**src/logic/riscv_mem_pkg.sv**
```systemverilog
`default_nettype none

package riscv_mem_pkg;

    // ------------------------------------------------------------------------
    // Cluster sizing
    // ------------------------------------------------------------------------
    localparam int NUM_CORES    = 2;
    // I-side and D-side miss port per core
    localparam int NUM_PORTS    = NUM_CORES * 2;
    localparam int PORT_CREDITS = 2;
    localparam int MC_CREDITS   = 4;
    localparam int MC_LATENCY   = 3;
    localparam int MEM_WORDS    = 256;

    // Derived widths
    localparam int SRC_W       = $clog2(NUM_PORTS);
    localparam int MEM_IDX_W   = $clog2(MEM_WORDS);
    localparam int FIFO_PTR_W  = $clog2(PORT_CREDITS);
    localparam int FIFO_CNT_W  = $clog2(PORT_CREDITS + 1);
    localparam int MC_CNT_W    = $clog2(MC_CREDITS + 1);

    typedef logic [31:0]            addr_t;
    typedef logic [31:0]            data_t;
    // Port number, core index * 2 + 1 for the data port
    typedef logic [SRC_W-1:0]       src_id_t;
    typedef logic [NUM_PORTS-1:0]   port_vec_t;
    typedef logic [MEM_IDX_W-1:0]   mem_idx_t;
    typedef logic [FIFO_PTR_W-1:0]  fifo_ptr_t;
    typedef logic [FIFO_CNT_W-1:0]  fifo_cnt_t;
    typedef logic [MC_CNT_W-1:0]    mc_cnt_t;

    // Request toward memory
    typedef struct packed {
        addr_t   addr;
        data_t   wdata;
        logic    we;
        src_id_t src;
    } mem_req_t;

    // Response back to the issuing port, write data echoed on a write
    typedef struct packed {
        data_t   rdata;
        src_id_t src;
    } mem_rsp_t;

endpackage

`default_nettype wire

```
**src/logic/multi_core_interconnect.sv**
```systemverilog
`timescale 1ns/1ps
`default_nettype none

module multi_core_interconnect import riscv_mem_pkg::*; (
    input  logic                      clk_i,
    input  logic                      rst_i,

    // Core request ports, I and D per core
    input  port_vec_t                 core_req_valid_i,
    input  mem_req_t [NUM_PORTS-1:0]  core_req_i,
    output port_vec_t                 core_req_credit_o,

    // Controller request channel
    output logic                      mc_req_valid_o,
    output mem_req_t                  mc_req_o,
    input  logic                      mc_credit_i,

    // Controller response channel
    input  logic                      mc_rsp_valid_i,
    input  mem_rsp_t                  mc_rsp_i,

    // Core responses, no back-pressure
    output port_vec_t                 core_rsp_valid_o,
    output mem_rsp_t                  core_rsp_o
);

    port_vec_t                fifo_empty;
    port_vec_t                fifo_pop;
    mem_req_t [NUM_PORTS-1:0] fifo_head;

    // ------------------------------------------------------------------------
    // Ingress buffers
    // ------------------------------------------------------------------------
    for (genvar p = 0; p < NUM_PORTS; p++) begin : gen_port
        req_ingress_fifo u_fifo (
            .clk_i      (clk_i),
            .rst_i      (rst_i),
            .push_i     (core_req_valid_i[p]),
            .push_req_i (core_req_i[p]),
            .pop_i      (fifo_pop[p]),
            .empty_o    (fifo_empty[p]),
            .head_o     (fifo_head[p]),
            .credit_o   (core_req_credit_o[p])
        );
    end

    // ------------------------------------------------------------------------
    // Arbitration onto the single controller channel
    // ------------------------------------------------------------------------
    rr_port_arbiter u_arbiter (
        .clk_i          (clk_i),
        .rst_i          (rst_i),
        .empty_i        (fifo_empty),
        .head_i         (fifo_head),
        .pop_o          (fifo_pop),
        .mc_credit_i    (mc_credit_i),
        .mc_req_valid_o (mc_req_valid_o),
        .mc_req_o       (mc_req_o)
    );

    // Responses back by source ID
    rsp_router u_router (
        .mc_rsp_valid_i   (mc_rsp_valid_i),
        .mc_rsp_i         (mc_rsp_i),
        .core_rsp_valid_o (core_rsp_valid_o),
        .core_rsp_o       (core_rsp_o)
    );

endmodule

`default_nettype wire

```
**src/logic/req_ingress_fifo.sv**
```systemverilog
`timescale 1ns/1ps
`default_nettype none

module req_ingress_fifo import riscv_mem_pkg::*; (
    input  logic     clk_i,
    input  logic     rst_i,
    // Core side
    input  logic     push_i,
    input  mem_req_t push_req_i,
    // Arbiter side
    input  logic     pop_i,
    output logic     empty_o,
    output mem_req_t head_o,
    // One pulse per drained entry
    output logic     credit_o
);

    // Storage, no reset on payload
    mem_req_t  entry_q [PORT_CREDITS];
    fifo_ptr_t wr_ptr_q;
    fifo_ptr_t rd_ptr_q;
    fifo_cnt_t count_q;

    // Wrap at buffer depth
    function automatic fifo_ptr_t next_ptr(input fifo_ptr_t p);
        if (p == fifo_ptr_t'(PORT_CREDITS - 1)) begin
            return '0;
        end
        return p + fifo_ptr_t'(1);
    endfunction

    // ------------------------------------------------------------------------
    // Pointers, fill count and credit return
    // ------------------------------------------------------------------------
    always_ff @(posedge clk_i) begin
        if (rst_i) begin
            wr_ptr_q <= '0;
            rd_ptr_q <= '0;
            count_q  <= '0;
            credit_o <= 1'b0;
        end else begin
            if (push_i) begin
                wr_ptr_q <= next_ptr(wr_ptr_q);
            end
            if (pop_i) begin
                rd_ptr_q <= next_ptr(rd_ptr_q);
            end
            // Simultaneous push and pop leaves count alone
            case ({push_i, pop_i})
                2'b10:   count_q <= count_q + fifo_cnt_t'(1);
                2'b01:   count_q <= count_q - fifo_cnt_t'(1);
                default: count_q <= count_q;
            endcase
            // Registered, one cycle after the pop
            credit_o <= pop_i;
        end
    end

    // Entry write
    always_ff @(posedge clk_i) begin
        if (push_i) begin
            entry_q[wr_ptr_q] <= push_req_i;
        end
    end

    // Head visible the cycle after the write
    assign head_o  = entry_q[rd_ptr_q];
    assign empty_o = (count_q == '0);

endmodule

`default_nettype wire

```
**src/logic/rr_port_arbiter.sv**
```systemverilog
`timescale 1ns/1ps
`default_nettype none

module rr_port_arbiter import riscv_mem_pkg::*; (
    input  logic                      clk_i,
    input  logic                      rst_i,
    // Ingress buffers
    input  port_vec_t                 empty_i,
    input  mem_req_t [NUM_PORTS-1:0]  head_i,
    output port_vec_t                 pop_o,
    // Controller channel
    input  logic                      mc_credit_i,
    output logic                      mc_req_valid_o,
    output mem_req_t                  mc_req_o
);

    // Last granted port, rotation starts after it
    src_id_t last_q;
    // Controller slots still free
    mc_cnt_t credit_cnt_q;

    logic    grant;
    src_id_t grant_idx;

    // ------------------------------------------------------------------------
    // Round-robin pick
    // ------------------------------------------------------------------------
    always_comb begin
        int      sum;
        src_id_t cand;
        grant     = 1'b0;
        grant_idx = last_q;
        sum       = 0;
        cand      = '0;
        for (int k = 1; k <= NUM_PORTS; k++) begin
            sum = int'(last_q) + k;
            if (sum >= NUM_PORTS) begin
                sum = sum - NUM_PORTS;
            end
            cand = src_id_t'(sum);
            // First non-empty port wins
            if (!grant && !empty_i[cand]) begin
                grant     = 1'b1;
                grant_idx = cand;
            end
        end
        // No slot downstream, hold everything
        if (credit_cnt_q == '0) begin
            grant = 1'b0;
        end
    end

    // Pop in the grant cycle
    always_comb begin
        pop_o = '0;
        pop_o[grant_idx] = grant;
    end

    // ------------------------------------------------------------------------
    // Credit counter, rotation state, request register
    // ------------------------------------------------------------------------
    always_ff @(posedge clk_i) begin
        if (rst_i) begin
            last_q         <= src_id_t'(NUM_PORTS - 1);
            credit_cnt_q   <= mc_cnt_t'(MC_CREDITS);
            mc_req_valid_o <= 1'b0;
        end else begin
            if (grant) begin
                last_q <= grant_idx;
            end
            case ({grant, mc_credit_i})
                2'b10:   credit_cnt_q <= credit_cnt_q - mc_cnt_t'(1);
                2'b01:   credit_cnt_q <= credit_cnt_q + mc_cnt_t'(1);
                default: credit_cnt_q <= credit_cnt_q;
            endcase
            mc_req_valid_o <= grant;
        end
    end

    // Payload only
    always_ff @(posedge clk_i) begin
        if (grant) begin
            mc_req_o <= head_i[grant_idx];
        end
    end

endmodule

`default_nettype wire

```
**src/logic/rsp_router.sv**
```systemverilog
`timescale 1ns/1ps
`default_nettype none

module rsp_router import riscv_mem_pkg::*; (
    // From the controller
    input  logic      mc_rsp_valid_i,
    input  mem_rsp_t  mc_rsp_i,
    // To the cores
    output port_vec_t core_rsp_valid_o,
    output mem_rsp_t  core_rsp_o
);

    // ------------------------------------------------------------------------
    // Source ID decode
    // ------------------------------------------------------------------------
    port_vec_t src_hit;

    // One-hot match of the returning ID
    always_comb begin
        for (int p = 0; p < NUM_PORTS; p++) begin
            src_hit[p] = (mc_rsp_i.src == src_id_t'(p));
        end
    end

    // Only the issuing port sees valid
    assign core_rsp_valid_o = src_hit & {NUM_PORTS{mc_rsp_valid_i}};

    // Payload broadcast to every port
    assign core_rsp_o = mc_rsp_i;

endmodule

`default_nettype wire

```
**config.mk**
```make
export PLATFORM = sky130hd
export DESIGN_NAME = multi_core_interconnect
export DESIGN_NICKNAME = d
export VERILOG_FILES = /design/src/logic/riscv_mem_pkg.sv /design/src/logic/multi_core_interconnect.sv /design/src/logic/req_ingress_fifo.sv /design/src/logic/rr_port_arbiter.sv /design/src/logic/rsp_router.sv
export SDC_FILE = /design/constraint.sdc
export NUM_CORES = 1
export LEC_CHECK = 0
export BUFFER_PORTS_ARGS = -buffer_cell sky130_fd_sc_hd__buf_2
export CAP_MARGIN = 20
export CORE_UTILIZATION = 60
export CTS_BUF_LIST = sky130_fd_sc_hd__clkbuf_16
export DETAILED_ROUTE_END_ITERATION = 8
export HOLD_SLACK_MARGIN = 0.15
export PLACE_DENSITY = 0.92
export SLEW_MARGIN = 20
export SYNTH_ARGS = -nofsm -noshare
export SYNTH_HDL_FRONTEND = slang
export SYNTH_HIERARCHICAL = 1
export SYNTH_SLANG_ARGS = --single-unit
```
**constraint.sdc**
```tcl
create_clock -name clk_i -period 9.2 [get_ports clk_i]
set_input_delay 0.46 -clock clk_i [delete_from_list [all_inputs] [get_ports clk_i]]
set_output_delay 0.46 -clock clk_i [all_outputs]
set_load 0.01 [all_outputs]
```
# Word level (Yosys, flattened, before mapping)
# Memories as Yosys holds them, arrays and structs flattened. A register that Yosys moved wholly into a read port is not among the register bits.
# Index checks and enable logic that the tools add are counted.
dict set report word_totals {
  ff_bits 93
  ram_bits 536
  elab_cells 184
  memories 4
}
dict set report op_classes {
  addsub 26
  order_cmp 10
  eq_ne 13
  mux 86
  n_bitwise 2
  reduce_logical 20
}
# name words word_bits read_ports rd_ports_with_merged_regs write_ports line_no
set memory_table {}
lappend memory_table {{gen_port[0].u_fifo.entry_q} 2 67 1 1 1 req_ingress_fifo.sv:19} ;# mem_req_t entry_q [PORT_CREDITS];
lappend memory_table {{gen_port[1].u_fifo.entry_q} 2 67 1 1 1 req_ingress_fifo.sv:19}
lappend memory_table {{gen_port[2].u_fifo.entry_q} 2 67 1 1 1 req_ingress_fifo.sv:19}
lappend memory_table {{gen_port[3].u_fifo.entry_q} 2 67 1 1 1 req_ingress_fifo.sv:19}
# op n
set op_table {}
lappend op_table {{$bmux 67 s2} 1}
lappend op_table {{$mux 67} 1}
lappend op_table {{$mux 1} 66}
lappend op_table {{$mux 2} 8}
lappend op_table {{$pmux 2 s2} 4}
lappend op_table {{$sub 2x1->2 const B} 8}
lappend op_table {{$lt 2x3->1 const B} 5}
lappend op_table {{$eq 2x2->1 const B} 7}
lappend op_table {{$eq 2x1->1 const B} 6}
lappend op_table {{$logic_not 2->1} 5}
lappend op_table {{$reduce_bool 2->1} 5}
lappend op_table {{$ge 3x3->1 const B} 3}
lappend op_table {{$add 1x1->1 const B} 8}
lappend op_table {{$add 2x1->2 const B} 4}
lappend op_table {{$and 4x4->4} 2}
lappend op_table {{$bmux 1 s2} 4}
lappend op_table {{$add 2x2->3 const B} 2}
lappend op_table {{$pmux 3 s2} 1}
lappend op_table {{$logic_not 1->1} 5}
lappend op_table {{$add 2x3->4 const B} 1}
lappend op_table {{$ge 4x3->1 const B} 1}
lappend op_table {{$logic_and 1x1->1} 4}
lappend op_table {{$add 2x1->3 const B} 1}
lappend op_table {{$add 3x1->3 const B} 1}
lappend op_table {{4 further kinds} 4}

# Depth between registers and ports, before layout
# Gate-level depths: netlist of run 1.
dict set report logic_depth {
  depth_word 24
  depth_mapped 11
  mapped_depth_nobuf 10
}

# Modules after synthesis
# Netlist of run 1, hierarchy kept.
# mod n_inst cells_each area_per_inst_um2 seq_area_each_um2
set modules_own_cells {}
lappend modules_own_cells {req_ingress_fifo 4 231 5057.4 4144.0}
lappend modules_own_cells {rr_port_arbiter 1 192 3997.6 2132.0}
lappend modules_own_cells {rsp_router 1 38 292.8 0.0}

# Worst setup path after synthesis of run 1
# OpenSTA, ideal clock, no wires.
dict set report synth_timing {
  kind {input-to-reg}
  from {in core_req_valid_i[0]}
  to {mem gen_port[0].u_fifo/entry_q[0][0] (netlist name), enable pin}
  arrival_time_ps 3329
  path_slack_ps 5377
  cell_stages 2
  cell_sequence {inv_1 -> nor2_1}
}
dict set report synth_between {
  elab_chain_len 2
}
# item line_no
set synth_lines {}
lappend synth_lines {{start: declaration} multi_core_interconnect.sv:9} ;# input port_vec_t core_req_valid_i,
lappend synth_lines {{$mux 1} req_ingress_fifo.sv:61} ;# if (push_i) begin
lappend synth_lines {{$mux 1 (not written as such)} req_ingress_fifo.sv:62} ;# entry_q[wr_ptr_q] <= push_req_i;
lappend synth_lines {{end: declaration} req_ingress_fifo.sv:19}
# No other way between the ends.

# Worst setup path in the final report of run 1
dict set report layout_timing {
  from {reg gen_port[3].u_fifo.count_q[0]}
  to {reg gen_port[3].u_fifo.count_q[1]}
}
# item line_no
set layout_lines {}
lappend layout_lines {{start: declaration} req_ingress_fifo.sv:22} ;# fifo_cnt_t count_q;
lappend layout_lines {{start signal: assignment} req_ingress_fifo.sv:50} ;# 2'b10: count_q <= count_q + fifo_cnt_t'(1);
lappend layout_lines {{start signal: assignment} req_ingress_fifo.sv:51} ;# 2'b01: count_q <= count_q - fifo_cnt_t'(1);
lappend layout_lines {{start signal: assignment} req_ingress_fifo.sv:52} ;# default: count_q <= count_q;
lappend layout_lines {{$logic_not 2->1 (*)} req_ingress_fifo.sv:68} ;# assign empty_o = (count_q == '0);
lappend layout_lines {{named net fifo_empty[3]} multi_core_interconnect.sv:27} ;# port_vec_t fifo_empty;
lappend layout_lines {{$bmux 1 s2} rr_port_arbiter.sv:42} ;# if (!grant && !empty_i[cand]) begin
lappend layout_lines {{$mux 1 (not written as such)} rr_port_arbiter.sv:42}
lappend layout_lines {{$logic_not 1->1} rr_port_arbiter.sv:42}
lappend layout_lines {{$logic_and 1x1->1} rr_port_arbiter.sv:42}
lappend layout_lines {{$mux 1} rr_port_arbiter.sv:42}
lappend layout_lines {{$logic_not 1->1} rr_port_arbiter.sv:42}
lappend layout_lines {{(+3 left out)} --}
lappend layout_lines {{$logic_and 1x1->1} rr_port_arbiter.sv:42}
lappend layout_lines {{$mux 1 (*)} rr_port_arbiter.sv:42}
lappend layout_lines {{$mux 1 (*)} rr_port_arbiter.sv:48} ;# if (credit_cnt_q == '0) begin
lappend layout_lines {{named net u_arbiter.grant} rr_port_arbiter.sv:22} ;# logic grant;
lappend layout_lines {{$and 4x4->4 (no line) (*)} --}
lappend layout_lines {{named net fifo_pop[3]} multi_core_interconnect.sv:28} ;# port_vec_t fifo_pop;
lappend layout_lines {{$eq 2x1->1 / $eq 2x2->1 (equally long branches)} req_ingress_fifo.sv:49} ;# case ({push_i, pop_i})
lappend layout_lines {{$pmux 2 s2 / $reduce_bool 2->1 (equally long branches)} --}
# Mark *: on every way through the listed nets, which the timed path passes. The rest lies on a longest branch. The select of a mux whose other input is x is not followed.
# A chain may end at the register's enable or synchronous reset.

==> results, run 1 <==
- Global routing used 33.6% of the available tracks across all layers.
- The data required time of the critical path is 9.73 ns.
- Tracing the worst setup path back leads to its startpoint at gen_port[3].u_fifo/count_q[0]$_SDFFE_PP0P_.
- The remaining global-route overflow is 0.
- The summed negative setup slack over all endpoints is 0 ns.
- The H-tree depth is 2.
- 420 I/O pins were placed.
- At the end of routability-driven placement, the weighted congestion stood at 0.844.
- The area of the core is 40000 um^2.
- On the final layout, the worst clock skew is 0.0232 ns.
- The number of enable flip-flop cells after synthesis is 603.
- The routed layout has 14300 vias.
- The number of port buffers is 355.
- The via count of the first global-routing pass is 15900.
- Relative to the synthesized area, the layout overhead comes to 27.5%.
- The final layout contains 2101 nets.
- The transition at the pin with the smallest max-transition slack is 1.10 ns.
- The worst slack at placement is 5.79 ns.
- Clock-pin slew was measured on the worst setup and hold paths at 0.07 ns.
- The synthesized design devotes to its leading area cell type 73.8% of total area.
- The vertical die dimension is 204 um.
- Counting tap cells, the placed design contains a total of 1975 instances.
- The critical path class is reg2reg.
- At the worst endpoint, the arrival time is 4.26 ns.
- The post-route minimum period is 3.74 ns.
- The cell count after synthesis is 1154.
- Entering global routing, the biggest net connects 68 pins.
- The half-perimeter wire length after placement is 35300 um.
- In this run the worst path has a maximum fanout of 32.
- The clock tree from TritonCTS is done.
- The slowest cell on the critical path is sky130_fd_sc_hd__clkinv_2.
- The total of hold buffers inserted after clock tree synthesis is 272.
- The type of the most critical hold path is in2reg.
- The number of buffers inserted by post-CTS setup repair is 0.
- In the finished design, the share of the clock period the worst path needs comes to 40.6%.
- The first routing iteration left 1330 violations.
- In the synthesized netlist the dominant register cell turns out to be sky130_fd_sc_hd__edfxtp_1.
- The clock latency on the worst-skew pair is 0.62 ns.
- TritonCTS created 60 clock buffers.
- The worst hold path begins at rst_i.
- The synthesized flop and latch total is 633.
- The initialized floorplan defines 73 standard-cell rows.
- The fraction of layout instances using a drive strength above 1 is 44.4%.
- The most numerous cell on the critical path is sky130_fd_sc_hd__nand2_1.
- The smallest setup slack after layout is 5.46 ns.
- The number of library cell types mapped by synthesis is 36.
- The initial core utilization is 61.3%.
- The number of synthesis warnings is 6.
- For this run, the share of the core covered by cells in the final layout is 78.1%.
- The startpoint of the worst-slack reg-to-reg timing path is gen_port[3].u_fifo/count_q[0]$_SDFFE_PP0P_.
- Setup repair after global routing left no endpoint under its margin.
- Dividing total power by cell area gives a power density of 280 nW/um^2.
- The cell with the most instances after synthesis is sky130_fd_sc_hd__edfxtp_1.
- By area the synthesized netlist is led by sky130_fd_sc_hd__edfxtp_1 (74%), sky130_fd_sc_hd__mux2_2 (12%), sky130_fd_sc_hd__mux4_2 (6.2%).
- After synthesis, the most frequently instantiated cells are sky130_fd_sc_hd__edfxtp_1 (603), sky130_fd_sc_hd__mux2_2 (268), sky130_fd_sc_hd__mux4_2 (67).
- The first global-routing pass estimated 99300 um of wire.
- The die covers 41700 um^2.
- The maximum number of buffers from clock root to sink is 3.
- The leakage power figure is 11.3 nW.
- The number of standard cells in the final layout excluding fillers is 2364.
- The largest area contributor in the synthesized netlist is sky130_fd_sc_hd__edfxtp_1.
- The maximum achievable frequency is 0.268 GHz.
- In this run the clock root is driven by a sky130_fd_sc_hd__clkbuf_16.
- The via count normalized by instance count is 6.05.
- The run finished with clean final reports.
- The number of maximum-capacitance violations is 0.
- STA classifies the critical path endpoint as a flip-flop.
- After synthesis the cells add up to 24500 um^2.
- The share of flip-flops with an asynchronous set or reset is 0%.
- The number of endpoints failing setup at the final stage is 0.
- The initial antenna violation count is 5.
- After synthesis, flip-flops and latches occupy 76.3% of the total area.
- The aggregate routed wire length is 69700 um.
- The count of nets left with antenna violations once routing finished came out at 0.
- The largest vdd supply drop is 0.222 mV.
- The number of max-slew violations in the final report is 0.
- The first-pass detailed-route iteration total is 7.
- The relative slew slack is 26.7%.
- The count of final hold-check violations is 0.
- Traced cell by cell, the critical path runs through nor2_1 -> nand2_1 -> o32ai_1 -> clkinv_2 -> nand2_1 -> nor2b_1 -> ha_1 -> or3_1 -> a21oi_1.
- The number of sinks handled by clock tree synthesis is 633.
- The number of nets handed over by synthesis was 1470.
- After filler insertion, the fill cell instance count of the layout stands at 1906.
- Post-CTS repair changed the size of 0 cells.
- In the final routed layout, each cell accounts on average for 29.5 um.
- The average cell area after synthesis is 21.2 um^2.
- The DRC violation count after routing is 0.
- The worst setup path is launched from a flip-flop.
- The floorplan step set the die width to 204 um.
- The largest single stage delay on the critical path is 0.90 ns.
-- path summary, 6_finish.rpt --
kind | endpoint | slack, ns | cells after the start
worst max-delay path | gen_port[3].u_fifo/count_q[1]$_SDFFE_PP0P_ | 5.46 | 9
worst min-delay path | gen_port[2].u_fifo/count_q[0]$_SDFFE_PP0P_ | 0.32 | 2
worst max register to register | gen_port[3].u_fifo/count_q[1]$_SDFFE_PP0P_ | 5.46 | 9
worst min register to register | gen_port[2].u_fifo/count_q[1]$_SDFFE_PP0P_ | 0.50 | 2
-- per-layer routing --
metal / vias to the layer above / GRT usage, % / part of all wire (%) / routed length [um]
met1: 7145 / 37.3 / 33 / 23000
met3: 279 / 7.38 / 8.8 / 6110
met5: - / 0 / 0.022 / 15
li1: 5859 / - / - / -
met4: 2 / 20.1 / 5.6 / 3920
met2: 1014 / 59.3 / 53 / 36700
-- worst max-delay path, delay by kind of cell, from the launching register on --
family / cells / cell delay [ns]
buffers and inverters: 1 / 0.90
AND/OR/NAND/NOR: 5 / 1.35
flip-flops: 1 / 0.36
adder cells (fa/ha/maj): 1 / 0.34
AO/OA/AOI/OAI: 2 / 0.66
-- layout by cell type (no fill, tap or decap), types with 3 or more instances in the layout --
cell type | netlist | routed
sky130_fd_sc_hd__inv_6 | 0 | 4
sky130_fd_sc_hd__clkinvlp_4 | 0 | 3
sky130_fd_sc_hd__clkinv_1 | 0 | 10
sky130_fd_sc_hd__mux4_2 | 67 | 67
sky130_fd_sc_hd__buf_4 | 43 | 15
sky130_fd_sc_hd__bufinv_16 | 0 | 5
sky130_fd_sc_hd__inv_1 | 6 | 20
sky130_fd_sc_hd__diode_2 | 0 | 6
sky130_fd_sc_hd__edfxtp_1 | 603 | 603
sky130_fd_sc_hd__nor2_4 | 0 | 4
sky130_fd_sc_hd__xor2_1 | 6 | 6
sky130_fd_sc_hd__buf_2 | 16 | 355
sky130_fd_sc_hd__nor2b_1 | 8 | 8
sky130_fd_sc_hd__o21ai_0 | 5 | 5
sky130_fd_sc_hd__dfxtp_4 | 0 | 4
sky130_fd_sc_hd__clkbuf_16 | 0 | 61
sky130_fd_sc_hd__clkinv_2 | 0 | 13
sky130_fd_sc_hd__ha_1 | 5 | 5
sky130_fd_sc_hd__nand2_1 | 4 | 4
sky130_fd_sc_hd__or3_1 | 4 | 4
sky130_fd_sc_hd__xnor2_1 | 12 | 12
sky130_fd_sc_hd__a21oi_1 | 4 | 4
sky130_fd_sc_hd__nor2_1 | 31 | 27
sky130_fd_sc_hd__mux2_2 | 268 | 268
sky130_fd_sc_hd__dlygate4sd3_1 | 0 | 272
sky130_fd_sc_hd__dfxtp_1 | 30 | 26
sky130_fd_sc_hd__and2_4 | 0 | 4
-- registers in the layout, summed over array words and instances, names as in the netlist, named ones only --
signal,flops
gen_port.u_fifo/entry_q,536
gen_port.u_fifo/credit_o,4
gen_port.u_fifo/wr_ptr_q,4
gen_port.u_fifo/rd_ptr_q,4
gen_port.u_fifo/count_q,8
u_arbiter/mc_req_valid_o,1
u_arbiter/credit_cnt_q,3
u_arbiter/last_q,2
u_arbiter/mc_req_o,67
-- layout make-up --
type / instances / area [um^2] / area share (%)
Inverter: 6 / 23.8 / 0.0760
Multi-Input combinational cell: 439 / 5270 / 16.9
Timing Repair Buffer: 645 / 4690 / 15.0
Sequential cell: 633 / 18700 / 59.9
Antenna cell: 6 / 15.0 / 0.0480
Tap cell: 525 / 657 / 2.10
Clock buffer: 61 / 1530 / 4.88
Clock inverter: 49 / 362 / 1.16
-- per-stage QoR --
stage          instance area, um^2  total power (W)  hold WS [ns]
3_3_place_gp                 26600          0.00603         0.473
4_1_cts                      31200          0.00860         0.282
3_5_place_dp                 26600          0.00614         0.476
6_report                     31300          0.00874         0.319
5_1_grt                      31300          0.00897         0.330
2_1_floorplan                24500          0.00548         0.452
-- where the power goes --
group | switching, W | leakage (nW) | internal, W
sequential | 0.000202 | 5.96 | 0.00369
clock | 0.00110 | 0.983 | 0.00134
combinational | 0.00127 | 4.38 | 0.00114
total | 0.00257 | 11.3 | 0.00617
-- logic make-up after synthesis --
kind of cell	Yosys count	synth area share, %
AND/OR/NAND/NOR	61	1.24
flip-flops	633	76.3
XOR/XNOR	18	0.643
adder cells (fa/ha/maj)	6	0.337
buffers and inverters	82	2.42
multiplexers	337	18.6
AO/OA/AOI/OAI	17	0.464
(Power assumes the default switching activity.)
==> run 2, diff against run 1 <==
--- a/config.mk
+++ b/config.mk
@@ -7,11 +7,11 @@
 export LEC_CHECK = 0
 export BUFFER_PORTS_ARGS = -buffer_cell sky130_fd_sc_hd__buf_2
 export CAP_MARGIN = 20
-export CORE_UTILIZATION = 60
+export CORE_UTILIZATION = 56
 export CTS_BUF_LIST = sky130_fd_sc_hd__clkbuf_16
 export DETAILED_ROUTE_END_ITERATION = 8
 export HOLD_SLACK_MARGIN = 0.15
-export PLACE_DENSITY = 0.92
+export PLACE_DENSITY = 0.88
 export SLEW_MARGIN = 20
 export SYNTH_ARGS = -nofsm -noshare
 export SYNTH_HDL_FRONTEND = slang
==> constraint.sdc (replaced) <==
create_clock -name clk_i -period 3.6 [get_ports clk_i]
set_input_delay 0.18 -clock clk_i [delete_from_list [all_inputs] [get_ports clk_i]]
set_output_delay 0.18 -clock clk_i [all_outputs]
set_load 0.01 [all_outputs]
==> run 2 against run 1 <==
Effect of this change: clock skew increased by 0.0015 ns; sequential share of layout area down 0.21 points; clock power up 140%; register-to-register slack worse by 4.6 ns; sequential power rose to 2.6 times the previous value; largest power group unchanged; total power rose to 2.5 times the previous value.
==> results, run 2 (synthesis results as in run 1) <==
- The register with the most flip-flops is gen_port.u_fifo/entry_q.
- After clock tree synthesis, the clock-pin slew on the worst setup and hold paths is 0.07 ns.
- For this design, the CTS-stage hold fixing added 278 buffers.
- The final weighted congestion in routability-driven placement is 0.787.
- The cell family contributing the most delay on the critical path is simple AND/OR/NAND/NOR gates.
- The detail route stage leaves a number of antenna-violating nets equal to 0.
- The count of final hold-check violations came to 0.
- The initial core utilization is 56.8%.
- The die footprint is 44600 um^2.
- The slowest cell on the critical path is sky130_fd_sc_hd__or3_1.
- For this block, the via count after detailed routing is 14100.
- The top cell types in the final layout, fill and taps aside, are sky130_fd_sc_hd__edfxtp_1 (603), sky130_fd_sc_hd__buf_2 (355), sky130_fd_sc_hd__dlygate4sd3_1 (278), sky130_fd_sc_hd__mux2_2 (268), sky130_fd_sc_hd__mux4_2 (67).
- The final layout contains routed wiring with a total length of 66600 um.
- Buffers inserted during clock tree synthesis total 60.
- The via count of the first global-routing pass was 15800.
- The leading cell type in the layout, fill and taps excluded is sky130_fd_sc_hd__edfxtp_1.
- The worst hold path belongs to the class in2reg.
- The clock tree from TritonCTS is done.
- Post-CTS repair changed the size of 0 cells.
- The number of sinks handled by clock tree synthesis is 633.
- The wire length of the first global-routing pass is 95900 um.
- The number of max-slew violations in the final report came to 0.
- The register with the most flip-flops in the layout has 536 of them.
- The longest individual stage delay on the worst path is 0.38 ns.
- The total area inside the core boundary comes to 43200 um^2.
- Setup repair after global routing left no endpoint under its margin.
- The first routing iteration left 1171 violations.
- The half-perimeter wire length after placement is 34800 um.
- The cell at the root of the clock tree is sky130_fd_sc_hd__clkbuf_16.
- The initial antenna violation count is 10.
- During placement, the flow inserted port buffers numbering 355.
- The clock latency on the worst-skew pair is 0.60 ns.
- The mean routed wirelength per cell is 27.2 um.
- Walking the worst path, the cells encountered are nor2_1 -> o2bb2ai_1 -> mux2i_4 -> buf_4 -> or2_2 -> nor2b_1 -> ha_1 -> or3_1 -> a21oi_1.
- The summed negative setup slack over all endpoints is 0 ns.
- During I/O placement, the number of pins put on the boundary was 420.
- The maximum achievable frequency is 0.362 GHz.
- The global-route usage over all layers is 30.0%.
- The via count normalized by instance count is 5.76.
- In this run the core area contains 76 standard-cell rows.
- Entering global routing, the biggest net connects 69 pins.
- The number of buffers and inverters on the critical path is 1.
- The power density of the placed cells is 697 nW/um^2.
- The post-route minimum period is 2.77 ns.
- The transition at the pin with the smallest max-transition slack is 1.12 ns.
- Setup violations remaining at the end of the flow were counted as 0.
- The fraction of layout instances using a drive strength above 1 is 44.1%.
- In this run the tightest slew margin relative to its limit is 25.4%.
- The clock passes through at most 3 buffers.
- After the last flow step, the layout net total stands at 2118.
- The DRC violation count after routing is 0.
- The flow ran to the end, and the final reports show no timing, DRC or antenna violations.
- The number of buffers inserted by post-CTS setup repair is 0.
- Clock skew on the completed layout was measured at 0.0247 ns.
- Data arrives at the worst endpoint at 3.29 ns.
- In this run the worst path has a maximum fanout of 14.
- The remaining global-route overflow is 0.
- The worst slack at placement is 0.903 ns.
- After layout, the worst path uses 76.8% of the clock period.
- For this run, the detailed router's first-pass iteration total came to 5.
- From synthesis to final layout, the design area changed by 27.9%.
- The H-tree depth is 2.
- The number of maximum-capacitance violations is 0.
- The largest registers in the layout are gen_port.u_fifo/entry_q x536, u_arbiter/mc_req_o x67, gen_port.u_fifo/count_q x8.
- The horizontal die dimension is 211 um.
- The vertical die dimension is 211 um.
- The category of the worst setup path launch point is a flip-flop.
- STA puts the critical path data required time at 4.12 ns.
- The endpoint kind of the worst setup timing path is a flip-flop.
- The smallest setup slack after layout is 0.835 ns.
- The leakage power figure is 11.4 nW.
- IR analysis of the VDD net gives a maximum drop of 0.736 mV.
- By startpoint and endpoint, the worst setup path is classified as reg2reg.
[run 2: changes by cell type in the layout (fill, tap and decap cells not counted), sizes merged]
cell,change
bufinv,-4
inv,+2
diode,+4
dlygate4sd3,+6
buf,+11
clkinvlp,-1
clkinv,+4
[run 2: stage by stage]
stage          std cells  cell area (um^2)  power, W  utilization [%]  hold WS [ns]
3_3_place_gp        2047             26800    0.0155             62.0         0.360
6_report            2446             31400    0.0219             72.7         0.290
5_1_grt             2446             31400    0.0225             72.7         0.278
2_1_floorplan       1154             24500    0.0140                -         0.249
3_5_place_dp        2047             26800    0.0157             62.0         0.360
4_1_cts             2436             31300    0.0216             72.6         0.251
[run 2: per-layer routing]
layer  GRT usage (%)  part of all wire [%]
met5               0                     0
met4            17.2                   5.4
met3            5.49                   7.5
met1            34.6                    35
met2            52.6                    52
[run 2: worst paths after layout]
check / from / endpoint / slack, ns / cells past startpoint
hold reg to reg: gen_port[0].u_fifo/count_q[1]$_SDFFE_PP0P_ / gen_port[0].u_fifo/count_q[1]$_SDFFE_PP0P_ / 0.50 / 2
setup / recovery: gen_port[3].u_fifo/count_q[0]$_SDFFE_PP0P_ / gen_port[1].u_fifo/count_q[1]$_SDFFE_PP0P_ / 0.83 / 9
hold / removal: core_req_i[158] / gen_port[2].u_fifo/entry_q[0][24]$_DFFE_PP_ / 0.29 / 2
setup reg to reg: gen_port[3].u_fifo/count_q[0]$_SDFFE_PP0P_ / gen_port[1].u_fifo/count_q[1]$_SDFFE_PP0P_ / 0.83 / 9
[run 2: layout make-up]
cell class,count,area (um^2)
fill,2383,11800
inverter,6,25.0
multi-input combinational,439,5270
clock inverter,50,253
sequential,633,18700
clock buffer,61,1530
antenna,10,25.0
tap,585,732
timing repair buffer,662,4820
[run 2: power by group]
| part | internal (W) | total, W | leakage [nW] | switching, W |
|---|---|---|---|---|
| Sequential | 0.00943 | 0.00995 | 5.96 | 0.000519 |
| Clock | 0.00313 | 0.00584 | 0.940 | 0.00271 |
| Combinational | 0.00296 | 0.00609 | 4.46 | 0.00313 |
==> run 3, diff against run 2 <==
==> constraint.sdc (replaced) <==
create_clock -name clk_i -period 2.8 [get_ports clk_i]
set_input_delay 0.14 -clock clk_i [delete_from_list [all_inputs] [get_ports clk_i]]
set_output_delay 0.14 -clock clk_i [all_outputs]
set_load 0.01 [all_outputs]
==> run 3 against run 2 <==
Effect of this change: non-clock buffer count stayed put; sequential share of layout area fell by 0.32 points; via count increased by 1.1%; total power up 31%; sequential power is 27% higher; highest routed layer is now met5.
==> results, run 3 (synthesis results as in run 1) <==
- The data required time of the critical path is 3.28 ns.
- The number of maximum-capacitance violations is 0.
- The mean routed wirelength per cell is 27.4 um.
- After floorplanning, the core was divided into 76 placement rows.
- The tree is rooted in a sky130_fd_sc_hd__clkbuf_16.
- In the final layout, the share of cells above drive strength 1 is 44.7%.
- The register-to-register path setup slack is 0.29 ns.
- Gates resized during post-CTS repair numbered 0.
- Timing would allow up to 0.399 GHz.
- The worst path meets setup with 0.293 ns of slack.
- STA classifies the critical path endpoint as a flip-flop.
- The maximum number of pins on one net before global-route repair is 41.
- The critical path class is reg2reg.
- The first global-routing pass estimated 96500 um of wire.
- Buffers inserted during clock tree synthesis total 59.
- Once detailed placement completed, the half-perimeter wirelength came to 34500 um.
- The initial antenna violation count is 12.
- The worst path needs 2.51 ns of the cycle, external delays included.
- The worst setup path is launched from a flip-flop.
- After the last flow step, the layout net total stands at 2117.
- The remaining antenna violation count is 0.
- IR analysis of the VDD net gives a maximum drop of 0.836 mV.
- Counting flops per register, the top entry is gen_port.u_fifo/entry_q.
- After filler insertion, the fill cell instance count of the layout stands at 2357.
- The post-route worst hold slack is 0.223 ns.
- The final critical-path share of the clock period is 89.5%.
- The clock share of power is 27.2%.
- The initial core utilization is 56.8%.
- Dividing total power by cell area gives a power density of 905 nW/um^2.
- Net switching is 29.3% of the power.
- The leading cell type in the layout, fill and taps excluded is sky130_fd_sc_hd__edfxtp_1.
- The clock tree from TritonCTS is done.
- Data on the critical path arrives at its endpoint at 2.99 ns.
- The congestion estimate from routability-driven global placement came to 0.822.
- Setup repair after global routing left no endpoint under its margin.
- The tightest min-delay check is of the in2reg type.
- Clock latency on the worst-skew pair, taken at its later pin, is 0.63 ns.
- Summed over all layers, the routed wires come to 67100 um.
- The count of routing violations after the opening detailed-route iteration is 1322.
- After detailed routing, the number of remaining DRC violations is 0.
- Cells fill 73.1% of the core in the end.
- In this run the tool buffered the top-level ports with 355 buffer cells.
- The die footprint is 44600 um^2.
- Of the total power, registers draw 44.2%.
- The remaining global-route overflow is 0.
- The routed layout has 14300 vias.
- Internal power comes to 0.0202 W.
- Combinational cells account for 28.6% of the total power.
- The largest registers in the layout are gen_port.u_fifo/entry_q x536, u_arbiter/mc_req_o x67, gen_port.u_fifo/count_q x8.
- The worst slack at placement is 0.302 ns.
- The count of final hold-check violations is 0.
- For this design the top-level I/O count stands at 420.
- The transition at the pin with the smallest max-transition slack is 0.710 ns.
- The via count of the first global-routing pass is 15700.
- The horizontal die dimension is 211 um.
- The number of max-slew violations in the final report is 0.
- Compared with the post-synthesis result, the final layout area differs by 28.6%.
- The H-tree depth is 2.
- The global-route usage over all layers is 30.2%.
- After clock tree synthesis, the clock-pin slew on the worst setup and hold paths is 0.08 ns.
- In this run the tightest slew margin relative to its limit is 52.7%.
- The clock passes through at most 3 buffers.
- The run finished with clean final reports.
- Across the routed clock network, the largest skew measured is 0.0293 ns.
- Of all nets on the critical path, the largest fanout is 7.
- The first detailed-routing pass took 5 iterations.
- The number of sinks handled by clock tree synthesis is 633.
- Summed over all nets, the switching power comes to 0.00836 W.
- Summed over all cells, the static leakage comes to 11.4 nW.
- The number of buffers inserted by post-CTS setup repair is 0.
- Setup violations remaining at the end of the flow were counted as 0.
- Measured along the y axis, the die boundary spans 211 um.
- The top cell types in the final layout, fill and taps aside, are sky130_fd_sc_hd__edfxtp_1 (603), sky130_fd_sc_hd__buf_2 (355), sky130_fd_sc_hd__dlygate4sd3_1 (278), sky130_fd_sc_hd__mux2_2 (268), sky130_fd_sc_hd__mux4_2 (67).
- The area of the core is 43200 um^2.
- The register with the most flip-flops in the layout has 536 of them.
- After detailed routing, the number of vias per cell comes to 5.83.
run 3: cell count changes in the layout (fill, tap and decap cells not counted), moves of 3 or more:
cell and change:
sky130_fd_sc_hd__clkinvlp_4 +3, sky130_fd_sc_hd__diode_2 +3, sky130_fd_sc_hd__bufinv_16 +3, sky130_fd_sc_hd__clkinv_1 -5
sky130_fd_sc_hd__buf_12 +6, sky130_fd_sc_hd__buf_4 -5, sky130_fd_sc_hd__inv_1 -3, sky130_fd_sc_hd__nor2_1 -3
run 3: stage by stage:
stage / power (W) / instance area (um^2) / setup TNS (ns) / cells
2_1_floorplan: 0.0180 / 24600 / -0.322 / 1154
3_3_place_gp: 0.0200 / 26900 / 0 / 2047
3_5_place_dp: 0.0203 / 26900 / 0 / 2047
4_1_cts: 0.0282 / 31500 / 0 / 2433
5_1_grt: 0.0294 / 31500 / 0 / 2444
6_report: 0.0286 / 31500 / 0 / 2446
run 3: layer usage:
layer	vias up	GRT usage [%]	part of all wire, %
met5	-	0	0.019
met2	935	52.6	52
met1	7171	34.7	35
met3	251	7.24	8.7
li1	5895	-	-
met4	2	15.8	4.8
run 3: layout make-up:
cell class	instances	area [um^2]	share of cell area, %
inverter	6	26.3	0.0833
timing repair buffer	662	4890	15.5
clock buffer	59	1480	4.68
multi-input combinational	439	5310	16.8
clock inverter	49	353	1.12
antenna	13	32.5	0.103
tap	585	732	2.32
sequential	633	18700	59.4
run 3: worst max-delay path: stages, from the launching register on:
cell and delay [ns]:
sky130_fd_sc_hd__dfxtp_1 0.34, sky130_fd_sc_hd__nor2_2 0.19, sky130_fd_sc_hd__nand2_1 0.14, sky130_fd_sc_hd__o32ai_4 0.26, sky130_fd_sc_hd__ha_1 0.26, sky130_fd_sc_hd__inv_1 0.06, sky130_fd_sc_hd__fa_1 0.38, sky130_fd_sc_hd__xor2_1 0.16
sky130_fd_sc_hd__o21ai_0 0.13, sky130_fd_sc_hd__or3b_2 0.45
run 3: final timing paths:
check	start	endpoint	cells after the start
setup / recovery	gen_port[0].u_fifo/count_q[0]$_SDFFE_PP0P_	u_arbiter/credit_cnt_q[2]$_SDFFE_PP1P_	9
hold / removal	core_req_i[90]	gen_port[1].u_fifo/entry_q[1][23]$_DFFE_PP_	2
setup reg to reg	gen_port[0].u_fifo/count_q[0]$_SDFFE_PP0P_	u_arbiter/credit_cnt_q[2]$_SDFFE_PP1P_	9
hold reg to reg	gen_port[0].u_fifo/count_q[1]$_SDFFE_PP0P_	gen_port[0].u_fifo/count_q[1]$_SDFFE_PP0P_	2
run 3: power groups by stage:
| stage | combinational [W] | sequential [W] | clock [W] |
|---|---|---|---|
| after floorplan | 0.00511 | 0.0129 | 0 |
| after global placement | 0.00734 | 0.0127 | 0 |
| after detailed placement | 0.00758 | 0.0127 | 0 |
| after CTS | 0.00798 | 0.0126 | 0.00765 |
| after global routing | 0.00854 | 0.0127 | 0.00816 |
| final | 0.00816 | 0.0126 | 0.00778 |
run 3: timing repair:
item                                   4_1_cts  5_1_grt
hold buffers                               278        0
endpoints found under the hold margin      565        0
setup endpoints to repair                    0        0
